## src/source/hyper_pkg.sv

```systemverilog
// Shared definitions for the HyperBus read path
// Widths, data typedefs, register offsets,
// command and PHY transaction structs, controller states

package hyper_pkg;

   localparam int HYPER_ADDR_W = 32;
   localparam int BURST_LEN_W  = 16;
   localparam int PHY_WORD_W   = 16;
   localparam int UDMA_WORD_W  = 32;
   localparam int CFG_DATA_W   = 32;
   localparam int CFG_ADDR_W   = 5;

   typedef logic [HYPER_ADDR_W-1:0] hyper_addr_t;
   // Length in 16-bit words, never zero
   typedef logic [BURST_LEN_W-1:0]  burst_len_t;
   typedef logic [PHY_WORD_W-1:0]   phy_word_t;
   typedef logic [UDMA_WORD_W-1:0]  udma_word_t;
   typedef logic [CFG_DATA_W-1:0]   cfg_data_t;
   typedef logic [CFG_ADDR_W-1:0]   cfg_addr_t;

   // Channel register map
   localparam cfg_addr_t REG_ADDR = 5'd0;
   localparam cfg_addr_t REG_LEN  = 5'd1;
   localparam cfg_addr_t REG_CMD  = 5'd2;

   typedef struct packed {
      hyper_addr_t addr;
      burst_len_t  len;
   } hyper_cmd_t;

   typedef struct packed {
      hyper_addr_t address;
      burst_len_t  burst;
   } phy_trans_t;

   typedef enum logic [1:0] {
      IDLE,
      ISSUE,
      RECEIVE
   } ctrl_state_e;

endpackage
```

## src/source/udma_hyperbus.sv

```systemverilog
// HyperBus read controller for the uDMA, top level
// Channel registers, round-robin arbiter, command FIFO,
// read controller and rx packer

module udma_hyperbus
   import hyper_pkg::*;
#(
   parameter int NB_CH      = 4,
   parameter int FIFO_DEPTH = 4
)
(
   input  logic                    sys_clk_i,
   input  logic                    rst_i,

   input  cfg_data_t               cfg_data_i,
   input  cfg_addr_t               cfg_addr_i,
   input  logic [NB_CH-1:0]        cfg_valid_i,
   input  logic                    cfg_rwn_i,
   output cfg_data_t [NB_CH-1:0]   cfg_data_o,
   output logic [NB_CH-1:0]        cfg_ready_o,
   output logic [NB_CH-1:0]        evt_eot_o,

   output logic                    trans_valid_o,
   input  logic                    trans_ready_i,
   output phy_trans_t              trans_o,

   input  logic                    rx_valid_i,
   input  phy_word_t               rx_data_i,
   output logic                    rx_ready_o,

   output udma_word_t              rx_data_udma_o,
   output logic                    rx_valid_udma_o,
   input  logic                    rx_ready_udma_i
);

   localparam int ID_W = (NB_CH > 1) ? $clog2(NB_CH) : 1;

   logic [NB_CH-1:0]       ch_req;
   logic [NB_CH-1:0]       ch_gnt;
   hyper_cmd_t [NB_CH-1:0] ch_cmd;

   logic                   push;
   hyper_cmd_t             arb_cmd;
   logic [ID_W-1:0]        arb_id;
   logic                   fifo_full;
   logic                   fifo_valid;
   hyper_cmd_t             fifo_cmd;
   logic [ID_W-1:0]        fifo_id;
   logic                   pop;

   logic                   word_valid;
   phy_word_t              word;
   logic                   word_last;
   logic                   pack_ready;
   logic                   done_valid;
   logic [ID_W-1:0]        done_id;

   ////////////////////////////////////////
   // Channels
   ////////////////////////////////////////
   for (genvar i = 0; i < NB_CH; i++)
   begin : gen_ch
      hyper_chan_regs u_regs (
         .sys_clk_i   ( sys_clk_i                                   ),
         .rst_i       ( rst_i                                       ),
         .cfg_data_i  ( cfg_data_i                                  ),
         .cfg_addr_i  ( cfg_addr_i                                  ),
         .cfg_valid_i ( cfg_valid_i[i]                              ),
         .cfg_rwn_i   ( cfg_rwn_i                                   ),
         .cfg_ready_o ( cfg_ready_o[i]                              ),
         .cfg_data_o  ( cfg_data_o[i]                               ),
         .cmd_req_o   ( ch_req[i]                                   ),
         .cmd_o       ( ch_cmd[i]                                   ),
         .cmd_gnt_i   ( ch_gnt[i]                                   ),
         .done_i      ( done_valid && (done_id == ID_W'(i))         ),
         .evt_eot_o   ( evt_eot_o[i]                                )
      );
   end

   hyper_rr_arbiter #(
      .NB_CH ( NB_CH )
   ) u_arbiter (
      .sys_clk_i ( sys_clk_i ),
      .rst_i     ( rst_i     ),
      .req_i     ( ch_req    ),
      .cmd_i     ( ch_cmd    ),
      .full_i    ( fifo_full ),
      .gnt_o     ( ch_gnt    ),
      .push_o    ( push      ),
      .cmd_o     ( arb_cmd   ),
      .id_o      ( arb_id    )
   );

   hyper_trans_fifo #(
      .NB_CH      ( NB_CH      ),
      .FIFO_DEPTH ( FIFO_DEPTH )
   ) u_trans_fifo (
      .sys_clk_i ( sys_clk_i  ),
      .rst_i     ( rst_i      ),
      .push_i    ( push       ),
      .cmd_i     ( arb_cmd    ),
      .id_i      ( arb_id     ),
      .full_o    ( fifo_full  ),
      .pop_i     ( pop        ),
      .valid_o   ( fifo_valid ),
      .cmd_o     ( fifo_cmd   ),
      .id_o      ( fifo_id    )
   );

   ////////////////////////////////////////
   // Read path
   ////////////////////////////////////////
   hyper_read_ctrl #(
      .NB_CH ( NB_CH )
   ) u_read_ctrl (
      .sys_clk_i     ( sys_clk_i     ),
      .rst_i         ( rst_i         ),
      .fifo_valid_i  ( fifo_valid    ),
      .fifo_cmd_i    ( fifo_cmd      ),
      .fifo_id_i     ( fifo_id       ),
      .pop_o         ( pop           ),
      .trans_valid_o ( trans_valid_o ),
      .trans_ready_i ( trans_ready_i ),
      .trans_o       ( trans_o       ),
      .rx_valid_i    ( rx_valid_i    ),
      .rx_data_i     ( rx_data_i     ),
      .rx_ready_o    ( rx_ready_o    ),
      .pack_ready_i  ( pack_ready    ),
      .word_valid_o  ( word_valid    ),
      .word_o        ( word          ),
      .word_last_o   ( word_last     ),
      .done_valid_o  ( done_valid    ),
      .done_id_o     ( done_id       )
   );

   hyper_rx_pack u_rx_pack (
      .sys_clk_i       ( sys_clk_i       ),
      .rst_i           ( rst_i           ),
      .word_valid_i    ( word_valid      ),
      .word_i          ( word            ),
      .word_last_i     ( word_last       ),
      .ready_o         ( pack_ready      ),
      .rx_data_udma_o  ( rx_data_udma_o  ),
      .rx_valid_udma_o ( rx_valid_udma_o ),
      .rx_ready_udma_i ( rx_ready_udma_i )
   );

endmodule

```

## src/source/hyper_rx_pack.sv

```systemverilog
// Packs pairs of 16-bit PHY words into 32-bit uDMA words
// Odd last half is flushed with a zero upper half

module hyper_rx_pack
   import hyper_pkg::*;
(
   input  logic       sys_clk_i,
   input  logic       rst_i,
   input  logic       word_valid_i,
   input  phy_word_t  word_i,
   input  logic       word_last_i,
   output logic       ready_o,
   output udma_word_t rx_data_udma_o,
   output logic       rx_valid_udma_o,
   input  logic       rx_ready_udma_i
);

   phy_word_t low_q;
   logic      half_q;
   logic      flush_q;
   logic      out_free;
   logic      take;

   assign out_free = !rx_valid_udma_o || rx_ready_udma_i;
   // A lone last half waiting for the output blocks the next burst
   assign ready_o  = !((half_q && !out_free) || flush_q);
   assign take     = word_valid_i && ready_o;

   always_ff @(posedge sys_clk_i)
   begin
      if (rst_i)
      begin
         half_q          <= 1'b0;
         flush_q         <= 1'b0;
         rx_valid_udma_o <= 1'b0;
      end
      else
      begin
         if (out_free)
            rx_valid_udma_o <= 1'b0;
         if (take && half_q)
         begin
            rx_valid_udma_o <= 1'b1;
            half_q          <= 1'b0;
         end
         else if (take && word_last_i && out_free)
            rx_valid_udma_o <= 1'b1;
         else if (take)
         begin
            half_q  <= 1'b1;
            flush_q <= word_last_i;
         end
         else if (flush_q && out_free)
         begin
            rx_valid_udma_o <= 1'b1;
            half_q          <= 1'b0;
            flush_q         <= 1'b0;
         end
      end
   end

   // First half of a pair lands in the low half
   always_ff @(posedge sys_clk_i)
   begin
      if (take && half_q)
         rx_data_udma_o <= {word_i, low_q};
      else if (take && word_last_i && out_free)
         rx_data_udma_o <= {16'h0000, word_i};
      else if (take)
         low_q <= word_i;
      else if (flush_q && out_free)
         rx_data_udma_o <= {16'h0000, low_q};
   end

endmodule

```

## src/source/hyper_read_ctrl.sv

```systemverilog
// Read controller
// One PHY burst per queued command, counts the returned words
// and reports completion with the channel id

module hyper_read_ctrl
   import hyper_pkg::*;
#(
   parameter int NB_CH = 4
)
(
   input  logic                                     sys_clk_i,
   input  logic                                     rst_i,

   input  logic                                     fifo_valid_i,
   input  hyper_cmd_t                               fifo_cmd_i,
   input  logic [(NB_CH>1 ? $clog2(NB_CH) : 1)-1:0] fifo_id_i,
   output logic                                     pop_o,

   output logic                                     trans_valid_o,
   input  logic                                     trans_ready_i,
   output phy_trans_t                               trans_o,

   input  logic                                     rx_valid_i,
   input  phy_word_t                                rx_data_i,
   output logic                                     rx_ready_o,

   input  logic                                     pack_ready_i,
   output logic                                     word_valid_o,
   output phy_word_t                                word_o,
   output logic                                     word_last_o,
   output logic                                     done_valid_o,
   output logic [(NB_CH>1 ? $clog2(NB_CH) : 1)-1:0] done_id_o
);

   localparam int ID_W = (NB_CH > 1) ? $clog2(NB_CH) : 1;

   ctrl_state_e     state_q;
   hyper_cmd_t      cmd_q;
   logic [ID_W-1:0] id_q;
   burst_len_t      remain_q;
   logic            rx_take;

   assign pop_o         = (state_q == IDLE) && fifo_valid_i;
   assign trans_valid_o = (state_q == ISSUE);
   assign trans_o       = '{address: cmd_q.addr, burst: cmd_q.len};

   //////////////////////////////////////////
   // Receive side
   //////////////////////////////////////////
   assign rx_ready_o   = (state_q == RECEIVE) && pack_ready_i;
   assign rx_take      = rx_valid_i && rx_ready_o;
   assign word_valid_o = rx_take;
   assign word_o       = rx_data_i;
   assign word_last_o  = (remain_q == burst_len_t'(1));
   assign done_valid_o = rx_take && word_last_o;
   assign done_id_o    = id_q;

   always_ff @(posedge sys_clk_i)
   begin
      if (rst_i)
      begin
         state_q  <= IDLE;
         remain_q <= '0;
      end
      else
      begin
         case (state_q)
            IDLE:
            begin
               if (pop_o)
               begin
                  state_q  <= ISSUE;
                  remain_q <= fifo_cmd_i.len;
               end
            end
            ISSUE:
            begin
               if (trans_ready_i)
                  state_q <= RECEIVE;
            end
            RECEIVE:
            begin
               if (rx_take)
                  remain_q <= remain_q - 1'b1;
               if (done_valid_o)
                  state_q <= IDLE;
            end
            default: state_q <= IDLE;
         endcase
      end
   end

   always_ff @(posedge sys_clk_i)
   begin
      if (pop_o)
      begin
         cmd_q <= fifo_cmd_i;
         id_q  <= fifo_id_i;
      end
   end

endmodule

```

## src/source/hyper_trans_fifo.sv

```systemverilog
// Synchronous FIFO of tagged read commands
// Circular buffer with read and write pointers and an entry count

module hyper_trans_fifo
   import hyper_pkg::*;
#(
   parameter int NB_CH      = 4,
   parameter int FIFO_DEPTH = 4
)
(
   input  logic                                     sys_clk_i,
   input  logic                                     rst_i,
   input  logic                                     push_i,
   input  hyper_cmd_t                               cmd_i,
   input  logic [(NB_CH>1 ? $clog2(NB_CH) : 1)-1:0] id_i,
   output logic                                     full_o,
   input  logic                                     pop_i,
   output logic                                     valid_o,
   output hyper_cmd_t                               cmd_o,
   output logic [(NB_CH>1 ? $clog2(NB_CH) : 1)-1:0] id_o
);

   localparam int ID_W  = (NB_CH > 1) ? $clog2(NB_CH) : 1;
   localparam int PTR_W = (FIFO_DEPTH > 1) ? $clog2(FIFO_DEPTH) : 1;
   localparam int CNT_W = $clog2(FIFO_DEPTH + 1);

   hyper_cmd_t      cmd_mem [FIFO_DEPTH];
   logic [ID_W-1:0] id_mem  [FIFO_DEPTH];
   logic [PTR_W-1:0] wr_ptr_q;
   logic [PTR_W-1:0] rd_ptr_q;
   logic [CNT_W-1:0] count_q;
   logic             do_pop;

   assign valid_o = (count_q != '0);
   assign full_o  = (count_q == CNT_W'(FIFO_DEPTH));
   assign do_pop  = pop_i && valid_o;
   assign cmd_o   = cmd_mem[rd_ptr_q];
   assign id_o    = id_mem[rd_ptr_q];

   always_ff @(posedge sys_clk_i)
   begin
      if (push_i)
      begin
         cmd_mem[wr_ptr_q] <= cmd_i;
         id_mem[wr_ptr_q]  <= id_i;
      end
   end

   always_ff @(posedge sys_clk_i)
   begin
      if (rst_i)
      begin
         wr_ptr_q <= '0;
         rd_ptr_q <= '0;
         count_q  <= '0;
      end
      else
      begin
         if (push_i)
            wr_ptr_q <= (wr_ptr_q == PTR_W'(FIFO_DEPTH - 1)) ? '0 : wr_ptr_q + 1'b1;
         if (do_pop)
            rd_ptr_q <= (rd_ptr_q == PTR_W'(FIFO_DEPTH - 1)) ? '0 : rd_ptr_q + 1'b1;
         case ({push_i, do_pop})
            2'b10:   count_q <= count_q + 1'b1;
            2'b01:   count_q <= count_q - 1'b1;
            default: count_q <= count_q;
         endcase
      end
   end

endmodule

```

## src/source/hyper_rr_arbiter.sv

```systemverilog
// Round-robin arbiter over the channel command requests
// Grants only while the FIFO has room and tags the command with its id

module hyper_rr_arbiter
   import hyper_pkg::*;
#(
   parameter int NB_CH = 4
)
(
   input  logic                        sys_clk_i,
   input  logic                        rst_i,
   input  logic [NB_CH-1:0]            req_i,
   input  hyper_cmd_t [NB_CH-1:0]      cmd_i,
   input  logic                        full_i,
   output logic [NB_CH-1:0]            gnt_o,
   output logic                        push_o,
   output hyper_cmd_t                  cmd_o,
   output logic [(NB_CH>1 ? $clog2(NB_CH) : 1)-1:0] id_o
);

   localparam int ID_W = (NB_CH > 1) ? $clog2(NB_CH) : 1;

   logic [ID_W-1:0] last_q;
   logic [ID_W-1:0] sel;
   logic            found;

   // Search starts one past the last grant
   always_comb
   begin
      found = 1'b0;
      sel   = last_q;
      for (int k = 1; k <= NB_CH; k++)
      begin
         if (!found && req_i[(int'(last_q) + k) % NB_CH])
         begin
            found = 1'b1;
            sel   = ID_W'((int'(last_q) + k) % NB_CH);
         end
      end
   end

   assign push_o = found && !full_i;
   assign cmd_o  = cmd_i[sel];
   assign id_o   = sel;

   always_comb
   begin
      gnt_o = '0;
      if (push_o)
         gnt_o[sel] = 1'b1;
   end

   always_ff @(posedge sys_clk_i)
   begin
      if (rst_i)
         last_q <= ID_W'(NB_CH - 1);
      else if (push_o)
         last_q <= sel;
   end

endmodule

```

## src/source/hyper_chan_regs.sv

```systemverilog
// Per-channel register file
// Address and length registers, busy flag,
// command request to the arbiter and end-of-transfer event

module hyper_chan_regs
   import hyper_pkg::*;
(
   input  logic       sys_clk_i,
   input  logic       rst_i,

   input  cfg_data_t  cfg_data_i,
   input  cfg_addr_t  cfg_addr_i,
   input  logic       cfg_valid_i,
   input  logic       cfg_rwn_i,
   output logic       cfg_ready_o,
   output cfg_data_t  cfg_data_o,

   output logic       cmd_req_o,
   output hyper_cmd_t cmd_o,
   input  logic       cmd_gnt_i,

   input  logic       done_i,
   output logic       evt_eot_o
);

   hyper_addr_t addr_q;
   burst_len_t  len_q;
   logic        busy_q;
   logic        start;

   // Start only counts while idle
   assign start = cfg_valid_i && !cfg_rwn_i && (cfg_addr_i == REG_CMD)
                  && cfg_data_i[0] && !busy_q;

   always_ff @(posedge sys_clk_i)
   begin
      if (rst_i)
      begin
         addr_q      <= '0;
         len_q       <= '0;
         busy_q      <= 1'b0;
         cmd_req_o   <= 1'b0;
         cfg_ready_o <= 1'b0;
         evt_eot_o   <= 1'b0;
      end
      else
      begin
         cfg_ready_o <= cfg_valid_i;
         evt_eot_o   <= done_i;
         if (cfg_valid_i && !cfg_rwn_i && (cfg_addr_i == REG_ADDR))
            addr_q <= cfg_data_i;
         if (cfg_valid_i && !cfg_rwn_i && (cfg_addr_i == REG_LEN))
            len_q <= burst_len_t'(cfg_data_i);
         if (done_i)
            busy_q <= 1'b0;
         else if (start)
            busy_q <= 1'b1;
         if (start)
            cmd_req_o <= 1'b1;
         else if (cmd_gnt_i)
            cmd_req_o <= 1'b0;
      end
   end

   // Command snapshot taken at start
   always_ff @(posedge sys_clk_i)
   begin
      if (start)
      begin
         cmd_o.addr <= addr_q;
         cmd_o.len  <= len_q;
      end
   end

   always_ff @(posedge sys_clk_i)
   begin
      case (cfg_addr_i)
         REG_ADDR: cfg_data_o <= addr_q;
         REG_LEN:  cfg_data_o <= cfg_data_t'(len_q);
         REG_CMD:  cfg_data_o <= cfg_data_t'(busy_q);
         default:  cfg_data_o <= '0;
      endcase
   end

endmodule

```

## config.mk

```make
export PLATFORM = sky130hd
export DESIGN_NAME = udma_hyperbus
export DESIGN_NICKNAME = d
export VERILOG_FILES = /design/src/source/hyper_pkg.sv /design/src/source/udma_hyperbus.sv /design/src/source/hyper_rx_pack.sv /design/src/source/hyper_read_ctrl.sv /design/src/source/hyper_trans_fifo.sv /design/src/source/hyper_rr_arbiter.sv /design/src/source/hyper_chan_regs.sv
export SDC_FILE = /design/constraint.sdc
export NUM_CORES = 1
export LEC_CHECK = 0
export ABC_CLOCK_PERIOD_IN_PS = 22500
export BUFFER_PORTS_ARGS = -buffer_cell sky130_fd_sc_hd__buf_4
export CELL_PAD_IN_SITES_DETAIL_PLACEMENT = 0
export CELL_PAD_IN_SITES_GLOBAL_PLACEMENT = 1
export CORE_UTILIZATION = 53
export DETAILED_ROUTE_END_ITERATION = 16
export PLACE_DENSITY_LB_ADDON = 0.08
export SLEW_MARGIN = 20
export SYNTH_ARGS = -nofsm -noshare
export SYNTH_HDL_FRONTEND = slang
export SYNTH_SLANG_ARGS = --single-unit
```

## constraint.sdc

```tcl
create_clock -name sys_clk_i -period 22.5 [get_ports sys_clk_i]
set_input_delay 3.375 -clock sys_clk_i [delete_from_list [all_inputs] [get_ports sys_clk_i]]
set_output_delay 3.375 -clock sys_clk_i [all_outputs]
set_load 0.03 [all_outputs]
```

## Word-level counts from Yosys, hierarchy flattened

Memories as Yosys holds them, arrays and structs flattened. A register that Yosys moved wholly into a read port is not among the register bits.
Cells that the tools add are included.

| word-level totals | value |
|---|---|
| memory bits (writable) | 200 |
| memories | 2 |
| logic and storage cells | 238 |
| register bits | 654 |
| output and inout port bits | 219 |
| input bits | 63 |

| operators by class | value |
|---|---|
| $add $sub $neg | 9 |
| bitwise operators | 6 |
| $lt $le $gt $ge | 6 |
| muxes and demuxes | 63 |
| reduce and logical (&&, ||, !) cells | 85 |
| eq/ne operators | 18 |

Memory list:

| name | depth | bits a word | read ports | clocked after Yosys merged registers in | wr ports | line | text |
|---|---|---|---|---|---|---|---|
| u_trans_fifo.cmd_mem | 4 | 48 | 1 | 1 | 1 | hyper_trans_fifo.sv:27 | `hyper_cmd_t cmd_mem [FIFO_DEPTH];` |
| u_trans_fifo.id_mem | 4 | 2 | 1 | 1 | 1 | hyper_trans_fifo.sv:28 | `logic [ID_W-1:0] id_mem [FIFO_DEPTH];` |

Operator list:

| kind | number |
|---|---|
| $pmux W32 S3 | 4 |
| $mux W32 | 4 |
| $bmux W48 S2 | 1 |
| $mux W48 | 1 |
| $logic_and A1 B1 Y1 | 44 |
| $mux W16 | 2 |
| $pmux W16 S2 | 1 |
| $mux W1 | 31 |
| $mux W2 | 11 |
| $reduce_or A2 Y1 | 9 |
| $eq A16 B1 Y1 const B | 1 |
| $lt A3 B4 Y1 const B | 4 |
| $sub A16 B1 Y16 const B | 1 |
| $reduce_bool A2 Y1 | 7 |
| $eq A2 B2 Y1 const B | 6 |
| $logic_not A1 Y1 | 12 |
| $reduce_and A3 Y1 | 4 |
| $add A2 B1 Y2 const B | 4 |
| $bmux W1 S2 | 4 |
| $eq A2 B1 Y1 const B | 3 |
| $pmux W2 S3 | 1 |
| $pmux W3 S2 | 1 |
| $reduce_bool A3 Y1 | 2 |
| $eq A5 B1 Y1 const B | 1 |
| 18 further kinds | 28 |

## Depth between registers and ports, before layout

| logic depth | value |
|---|---|
| depth in word-level cells | 23 |
| mapped depth | 8 |
| gate-level depth less buffers | 8 |

## Modules after synthesis

From an unflattened synthesis, not the netlist that was laid out.

| second synthesis, totals | value |
|---|---|
| cell total of the unflattened synthesis | 2397 |
| area, all modules | 33838.7 µm² |

By module, submodules not included:

| module | seq. area each (µm²) | instances | cells an instance | area each (µm²) |
|---|---|---|---|---|
| hyper_chan_regs | 3123.0 | 4 | 328 | 4578.1 |
| hyper_trans_fifo | 6185.9 | 1 | 311 | 7732.4 |
| hyper_rr_arbiter | 40.0 | 1 | 441 | 2971.6 |
| hyper_read_ctrl | 1861.8 | 1 | 225 | 2821.5 |
| hyper_rx_pack | 1501.4 | 1 | 104 | 1963.1 |
| udma_hyperbus | 0.0 | 1 | 4 | 37.5 |

## Worst setup path before layout

Ideal clock, no wire load.

| timing path | value |
|---|---|
| path type | input to register |
| from | input cfg_addr_i[0] |
| to | register gen_ch[2].u_regs.busy_q |
| setup time | 92 ps |
| arrival time | 9517 ps |
| slack | 12890 ps |
| required time | 22408 ps |
| stages | 6 |
| buffers on the path | 2 |
| cell sequence | clkbuf_1 > or4_1 > buf_2 > nor4_1 > o21ai_0 > a31oi_1 |

| on the way | value |
|---|---|
| word-level cells in the longest chain between the ends | 4 |

Ends and longest elaborated chain:

| element | line | text |
|---|---|---|
| start, declared | udma_hyperbus.sv:16 | `input cfg_addr_t cfg_addr_i,` |
| $eq A5 B2 Y1 | hyper_chan_regs.sv:32 | `assign start = cfg_valid_i && !cfg_rwn_i && (cfg_addr_i == REG_CMD)` |
| $logic_and A1 B1 Y1 | hyper_chan_regs.sv:32 |  |
| $logic_and A1 B1 Y1 (2 in a row) | hyper_chan_regs.sv:33 | `&& cfg_data_i[0] && !busy_q;` |
| named net gen_ch[2].u_regs.start | hyper_chan_regs.sv:29 | `logic start;` |
| end signal, assigned | hyper_chan_regs.sv:41 | `busy_q <= 1'b0;` |
| end signal, assigned | hyper_chan_regs.sv:55 | `busy_q <= 1'b0;` |
| end signal, assigned | hyper_chan_regs.sv:57 | `busy_q <= 1'b1;` |
| end, declared | hyper_chan_regs.sv:28 | `logic busy_q;` |

The timed path passes the listed nets, and every way through them passes these cells.
A chain may end at the register's enable or synchronous reset.

## Final worst setup path

| timing path | value |
|---|---|
| from | input rx_ready_udma_i |
| to | output rx_ready_o |

| on the way | value |
|---|---|
| word-level cells in the longest chain between the ends | 6 |

Ends and longest elaborated chain:

| element | line | text |
|---|---|---|
| start, declared | udma_hyperbus.sv:33 | `input logic rx_ready_udma_i` |
| $logic_or A1 B1 Y1 | hyper_rx_pack.sv:24 | `assign out_free = !rx_valid_udma_o \|\| rx_ready_udma_i;` |
| $logic_not A1 Y1 | hyper_rx_pack.sv:26 | `assign ready_o = !((half_q && !out_free) \|\| flush_q);` |
| $logic_and A1 B1 Y1 | hyper_rx_pack.sv:26 |  |
| $logic_or A1 B1 Y1 | hyper_rx_pack.sv:26 |  |
| $logic_not A1 Y1 | hyper_rx_pack.sv:26 |  |
| $logic_and A1 B1 Y1 | hyper_read_ctrl.sv:50 | `assign rx_ready_o = (state_q == RECEIVE) && pack_ready_i;` |
| end, declared | udma_hyperbus.sv:29 | `output logic rx_ready_o,` |

No other way between the ends.

==> impl_metrics.prom <==
# TYPE chip_impl_metric gauge
chip_impl_info{name="worst_hold_path_type",value="reg2reg"} 1
chip_impl_metric{name="postLayoutSetupSlackWorst",unit="ns"} 15.09
chip_impl_metric{name="maximum_number_of_pins_on_one_net_before_global_route_repair",unit=""} 97
chip_impl_metric{name="tns",unit="ns"} 0
chip_impl_metric{name="timing_max_transition_violations_final",unit=""} 0
chip_impl_metric{name="worstPathArrival",unit="ns"} 4.04
chip_impl_info{name="main_combinational_cell_family_by_area_after_synthesis",value="simple AND/OR/NAND/NOR gates"} 1
chip_impl_info{name="grt_setup_unrepaired",value="false"} 1
chip_impl_info{name="grt.busiest_layer",value="met2"} 1
chip_impl_metric{name="fin_crit_sh",unit="%"} 32.9
chip_impl_metric{name="met3_usage",unit="%"} 4.11
chip_impl_metric{name="worst-slew-pin-transition",unit="ns"} 1.16
chip_impl_metric{name="cts-resized-gates",unit=""} 0
chip_impl_metric{name="cts.hold.buffers_added",unit=""} 0
chip_impl_metric{name="grt.overflow.total",unit=""} 0
chip_impl_metric{name="synth_compound_area_share",unit="%"} 6.88
chip_impl_info{name="synth-main-ff-cell",value="edfxtp_1"} 1
chip_impl_metric{name="dieWidth",unit="µm"} 242
chip_impl_info{name="critical_path.reg2reg.startpoint",value="u_read_ctrl.state_q[1]$_SDFFE_PP0P_"} 1
chip_impl_info{name="critPathLaunch",value="rx_ready_udma_i"} 1
chip_impl_metric{name="grt_antenna_before_repair",unit=""} 2
chip_impl_metric{name="netlist_area",unit="µm²"} 30400
chip_impl_metric{name="timing.critical_path.required",unit="ns"} 19.12
chip_impl_metric{name="final_layout_size_suffix_gt1_share",unit="%"} 24.4
chip_impl_metric{name="detail_route_antenna_nets",unit=""} 0
chip_impl_metric{name="asyncSetResetFlopFracSynth",unit="%"} 0
chip_impl_metric{name="number_of_violations_reported_at_the_end_of_detailed_routing_iteration_0",unit=""} 1470
chip_impl_metric{name="drv_cap",unit=""} 0
chip_impl_metric{name="flow.area_growth_from_synthesis",unit="%"} 18.3
chip_impl_metric{name="peakVddDrop",unit="mV"} 0.0996
chip_impl_metric{name="drc",unit=""} 0
chip_impl_metric{name="route.detailed.wl_per_inst",unit="µm"} 23.0
chip_impl_metric{name="post_synth_mux_area_share",unit="%"} 8.18
chip_impl_metric{name="top_level_ports",unit=""} 282
chip_impl_metric{name="timing.fmax",unit="MHz"} 135
chip_impl_metric{name="cts.sink_count",unit=""} 858
chip_impl_metric{name="period_needed",unit="ns"} 7.41
chip_impl_metric{name="clock_tree.buffer_depth",unit=""} 3
chip_impl_info{name="highest_count_cells_in_the_layout_ignoring_fill_and_taps",value="edfxtp_1 (490), dfxtp_1 (366), nand2_1 (341)"} 1
chip_impl_metric{name="final_core_util",unit="%"} 63.6
chip_impl_metric{name="synth-seq-cells",unit=""} 858
chip_impl_metric{name="global_routing_usage_on_met2",unit="%"} 39.2
chip_impl_metric{name="crit_path_max_fanout",unit=""} 5
chip_impl_metric{name="vias",unit=""} 18127
chip_impl_metric{name="setup.reg_to_reg.worst_slack",unit="ns"} 19.51
chip_impl_metric{name="core-area",unit="µm²"} 56600
chip_impl_info{name="endpoint_kind",value="output port"} 1
chip_impl_metric{name="synth_simple_gate_area_share",unit="%"} 9.46
chip_impl_metric{name="finalWirelength",unit="mm"} 73.4
chip_impl_info{name="holdCritStartpoint",value="gen_ch[1].u_regs.addr_q[19]$_SDFFE_PP0P_"} 1
chip_impl_metric{name="hpwlAfterDp",unit="mm"} 45.4
chip_impl_metric{name="fp.dieH",unit="µm"} 242
chip_impl_metric{name="post-cts-setup-buffer-count",unit=""} 0
chip_impl_info{name="status",value="finished clean"} 1
chip_impl_metric{name="nets",unit=""} 2433
chip_impl_metric{name="grt_pass1_wl",unit="mm"} 109
chip_impl_metric{name="yosysWarningCount",unit=""} 0
chip_impl_metric{name="placementRows",unit=""} 87
chip_impl_metric{name="global_route.usage.total",unit="%"} 24.9
chip_impl_metric{name="yosys.area_share.xor_xnor",unit="%"} 0.0575
chip_impl_info{name="worstSetupStartpointType",value="primary input"} 1
chip_impl_metric{name="vias_cell",unit=""} 5.69
chip_impl_metric{name="io_buffers",unit=""} 281
chip_impl_info{name="cts_tree",value="built"} 1
chip_impl_metric{name="synth.net_count",unit=""} 2185
chip_impl_metric{name="gr-usage-met1",unit="%"} 35.2
chip_impl_metric{name="cts.clk_slew.worst_paths",unit="ns"} 0.06
chip_impl_metric{name="grt_pass1_vias",unit=""} 17605
chip_impl_info{name="layout_commonest_cell",value="edfxtp_1"} 1
chip_impl_metric{name="worstSkewPairLatency",unit="ns"} 0.62
chip_impl_metric{name="first_pass_iters",unit=""} 6
chip_impl_metric{name="postSynthCellCount",unit=""} 2113
chip_impl_metric{name="synth_cell_type_count",unit=""} 64
chip_impl_info{name="cts-root-buf",value="clkbuf_16"} 1
chip_impl_info{name="path_class",value="in2out"} 1
chip_impl_metric{name="slew-limit-headroom",unit="%"} 22.4
chip_impl_metric{name="finalClockSkew",unit="ns"} 0.0177
chip_impl_metric{name="initial_utilization",unit="%"} 53.8
chip_impl_metric{name="cts_made_buffers",unit=""} 84
chip_impl_metric{name="power_density",unit="nW/µm²"} 99.0
chip_impl_metric{name="power.leakage",unit="µW"} 0.0130
chip_impl_metric{name="post_place_setup_slack",unit="ns"} 15.10
chip_impl_metric{name="overall_power",unit="µW"} 3570
chip_impl_metric{name="synth-edff-count",unit=""} 490
chip_impl_metric{name="floorplan.die_area",unit="µm²"} 58400
chip_impl_metric{name="ys_seq_area_share",unit="%"} 72.5
chip_impl_metric{name="setup_viol",unit=""} 0
chip_impl_metric{name="share_of_synthesized_cell_area_in_full_adder_half_adder_and_majority_cells",unit="%"} 0.395
chip_impl_metric{name="timing_hold_violations_final",unit=""} 0
chip_impl_metric{name="avgSynthCellArea",unit="µm²"} 14.4
chip_impl_metric{name="gpl.final_weighted_congestion",unit=""} 0.847
chip_impl_metric{name="htree_num_levels",unit=""} 3
==> worst paths after layout <==
| kind | end | depth (start not counted) |
|---|---|---|
| max | rx_ready_o | 4 |
| min | gen_ch[1].u_regs.cmd_o[35]$_DFFE_PP_ | 0 |
| max reg2reg | u_rx_pack.rx_data_udma_o[26]$_SDFFCE_PN0P_ | 4 |
| min reg2reg | gen_ch[1].u_regs.cmd_o[35]$_DFFE_PP_ | 0 |
==> report_power, final <==
group          leakage [µW]  switching (µW)  internal (µW)
Sequential          0.00768            48.3           1730
Combinational       0.00393             254            140
Clock               0.00136             571            826
Total                0.0130             873           2690
==> flip-flops by register name, indices dropped and copies added, names as in the netlist, 2 cells and up, named ones only <==
register and flops:
gen_ch.u_regs.cmd_o 192, u_trans_fifo.cmd_mem 192, gen_ch.u_regs.addr_q 128, gen_ch.u_regs.cfg_data_o 128
gen_ch.u_regs.len_q 64, u_read_ctrl.trans_o 48, u_rx_pack.rx_data_udma_o 32, u_read_ctrl.remain_q 16
u_rx_pack.low_q 16, u_trans_fifo.id_mem 8, gen_ch.u_regs.busy_q 4, gen_ch.u_regs.cfg_ready_o 4
gen_ch.u_regs.cmd_req_o 4, gen_ch.u_regs.evt_eot_o 4, u_trans_fifo.count_q 3, u_arbiter.last_q 2
u_read_ctrl.done_id_o 2, u_read_ctrl.state_q 2, u_trans_fifo.rd_ptr_q 2, u_trans_fifo.wr_ptr_q 2
==> synth_stat cells, types with 8 or more instances <==
master	n	share of area, %
a21oi_1	208	3.4
a22o_1	60	1.7
a31oi_1	12	0.25
and2_1	22	0.45
and3_1	69	1.4
buf_2	47	0.77
buf_4	8	0.20
clkbuf_1	95	1.2
dfxtp_1	368	24
edfxtp_1	490	48
ha_1	8	0.33
inv_1	16	0.20
mux2_4	9	0.44
mux4_2	98	7.2
nand2_1	341	4.2
nand2b_1	11	0.23
nand3_1	76	1.2
nor2_1	21	0.26
nor2b_1	11	0.23
nor4_1	12	0.25
o21ai_0	18	0.30
==> final cells by class <==
type / count / area (µm²)
Clock buffer: 124 / 2460
Timing Repair Buffer: 320 / 2430
Sequential cell: 858 / 22100
Antenna cell: 2 / 5.00
Inverter: 18 / 67.6
Fill cell: 4236 / 20600
Clock inverter: 31 / 308
Multi-Input combinational cell: 1079 / 7730
Tap cell: 756 / 946
==> per-stage QoR <==
step                std cells  instance area [µm²]  hold WS, ns
CTS                      3186                36000        0.447
finish                   3188                36000        0.441
floorplan                2113                30400        0.422
global placement         3030                33200        0.430
global route             3187                36000        0.457
detailed placement       3031                33200        0.433
==> logic make-up (layout without fill, tap and decap cells) <==
group	count (synthesis)	count (layout)
adders and majority gates	9	9
other	0	2
muxes	121	121
xor gates and xnor gates	2	2
and+or+nand+nor	604	604
DFF	858	858
AOI/OAI and AO/OA	343	343
buffers and inverters	176	493
==> critical path, stage by stage <==
cell and delay [ns]:
buf_4 0.12, and3b_1 0.31, nor3_1 0.07, buf_4 0.17
==> metal layers <==
metal | routed length [µm] | vias up
li1 | - | 8308
met1 | 31300 | 8992
met2 | 34800 | 711
met3 | 5470 | 114
met4 | 1820 | 2
met5 | 13 | -
Note: power is estimated with default switching activity, not from simulation.
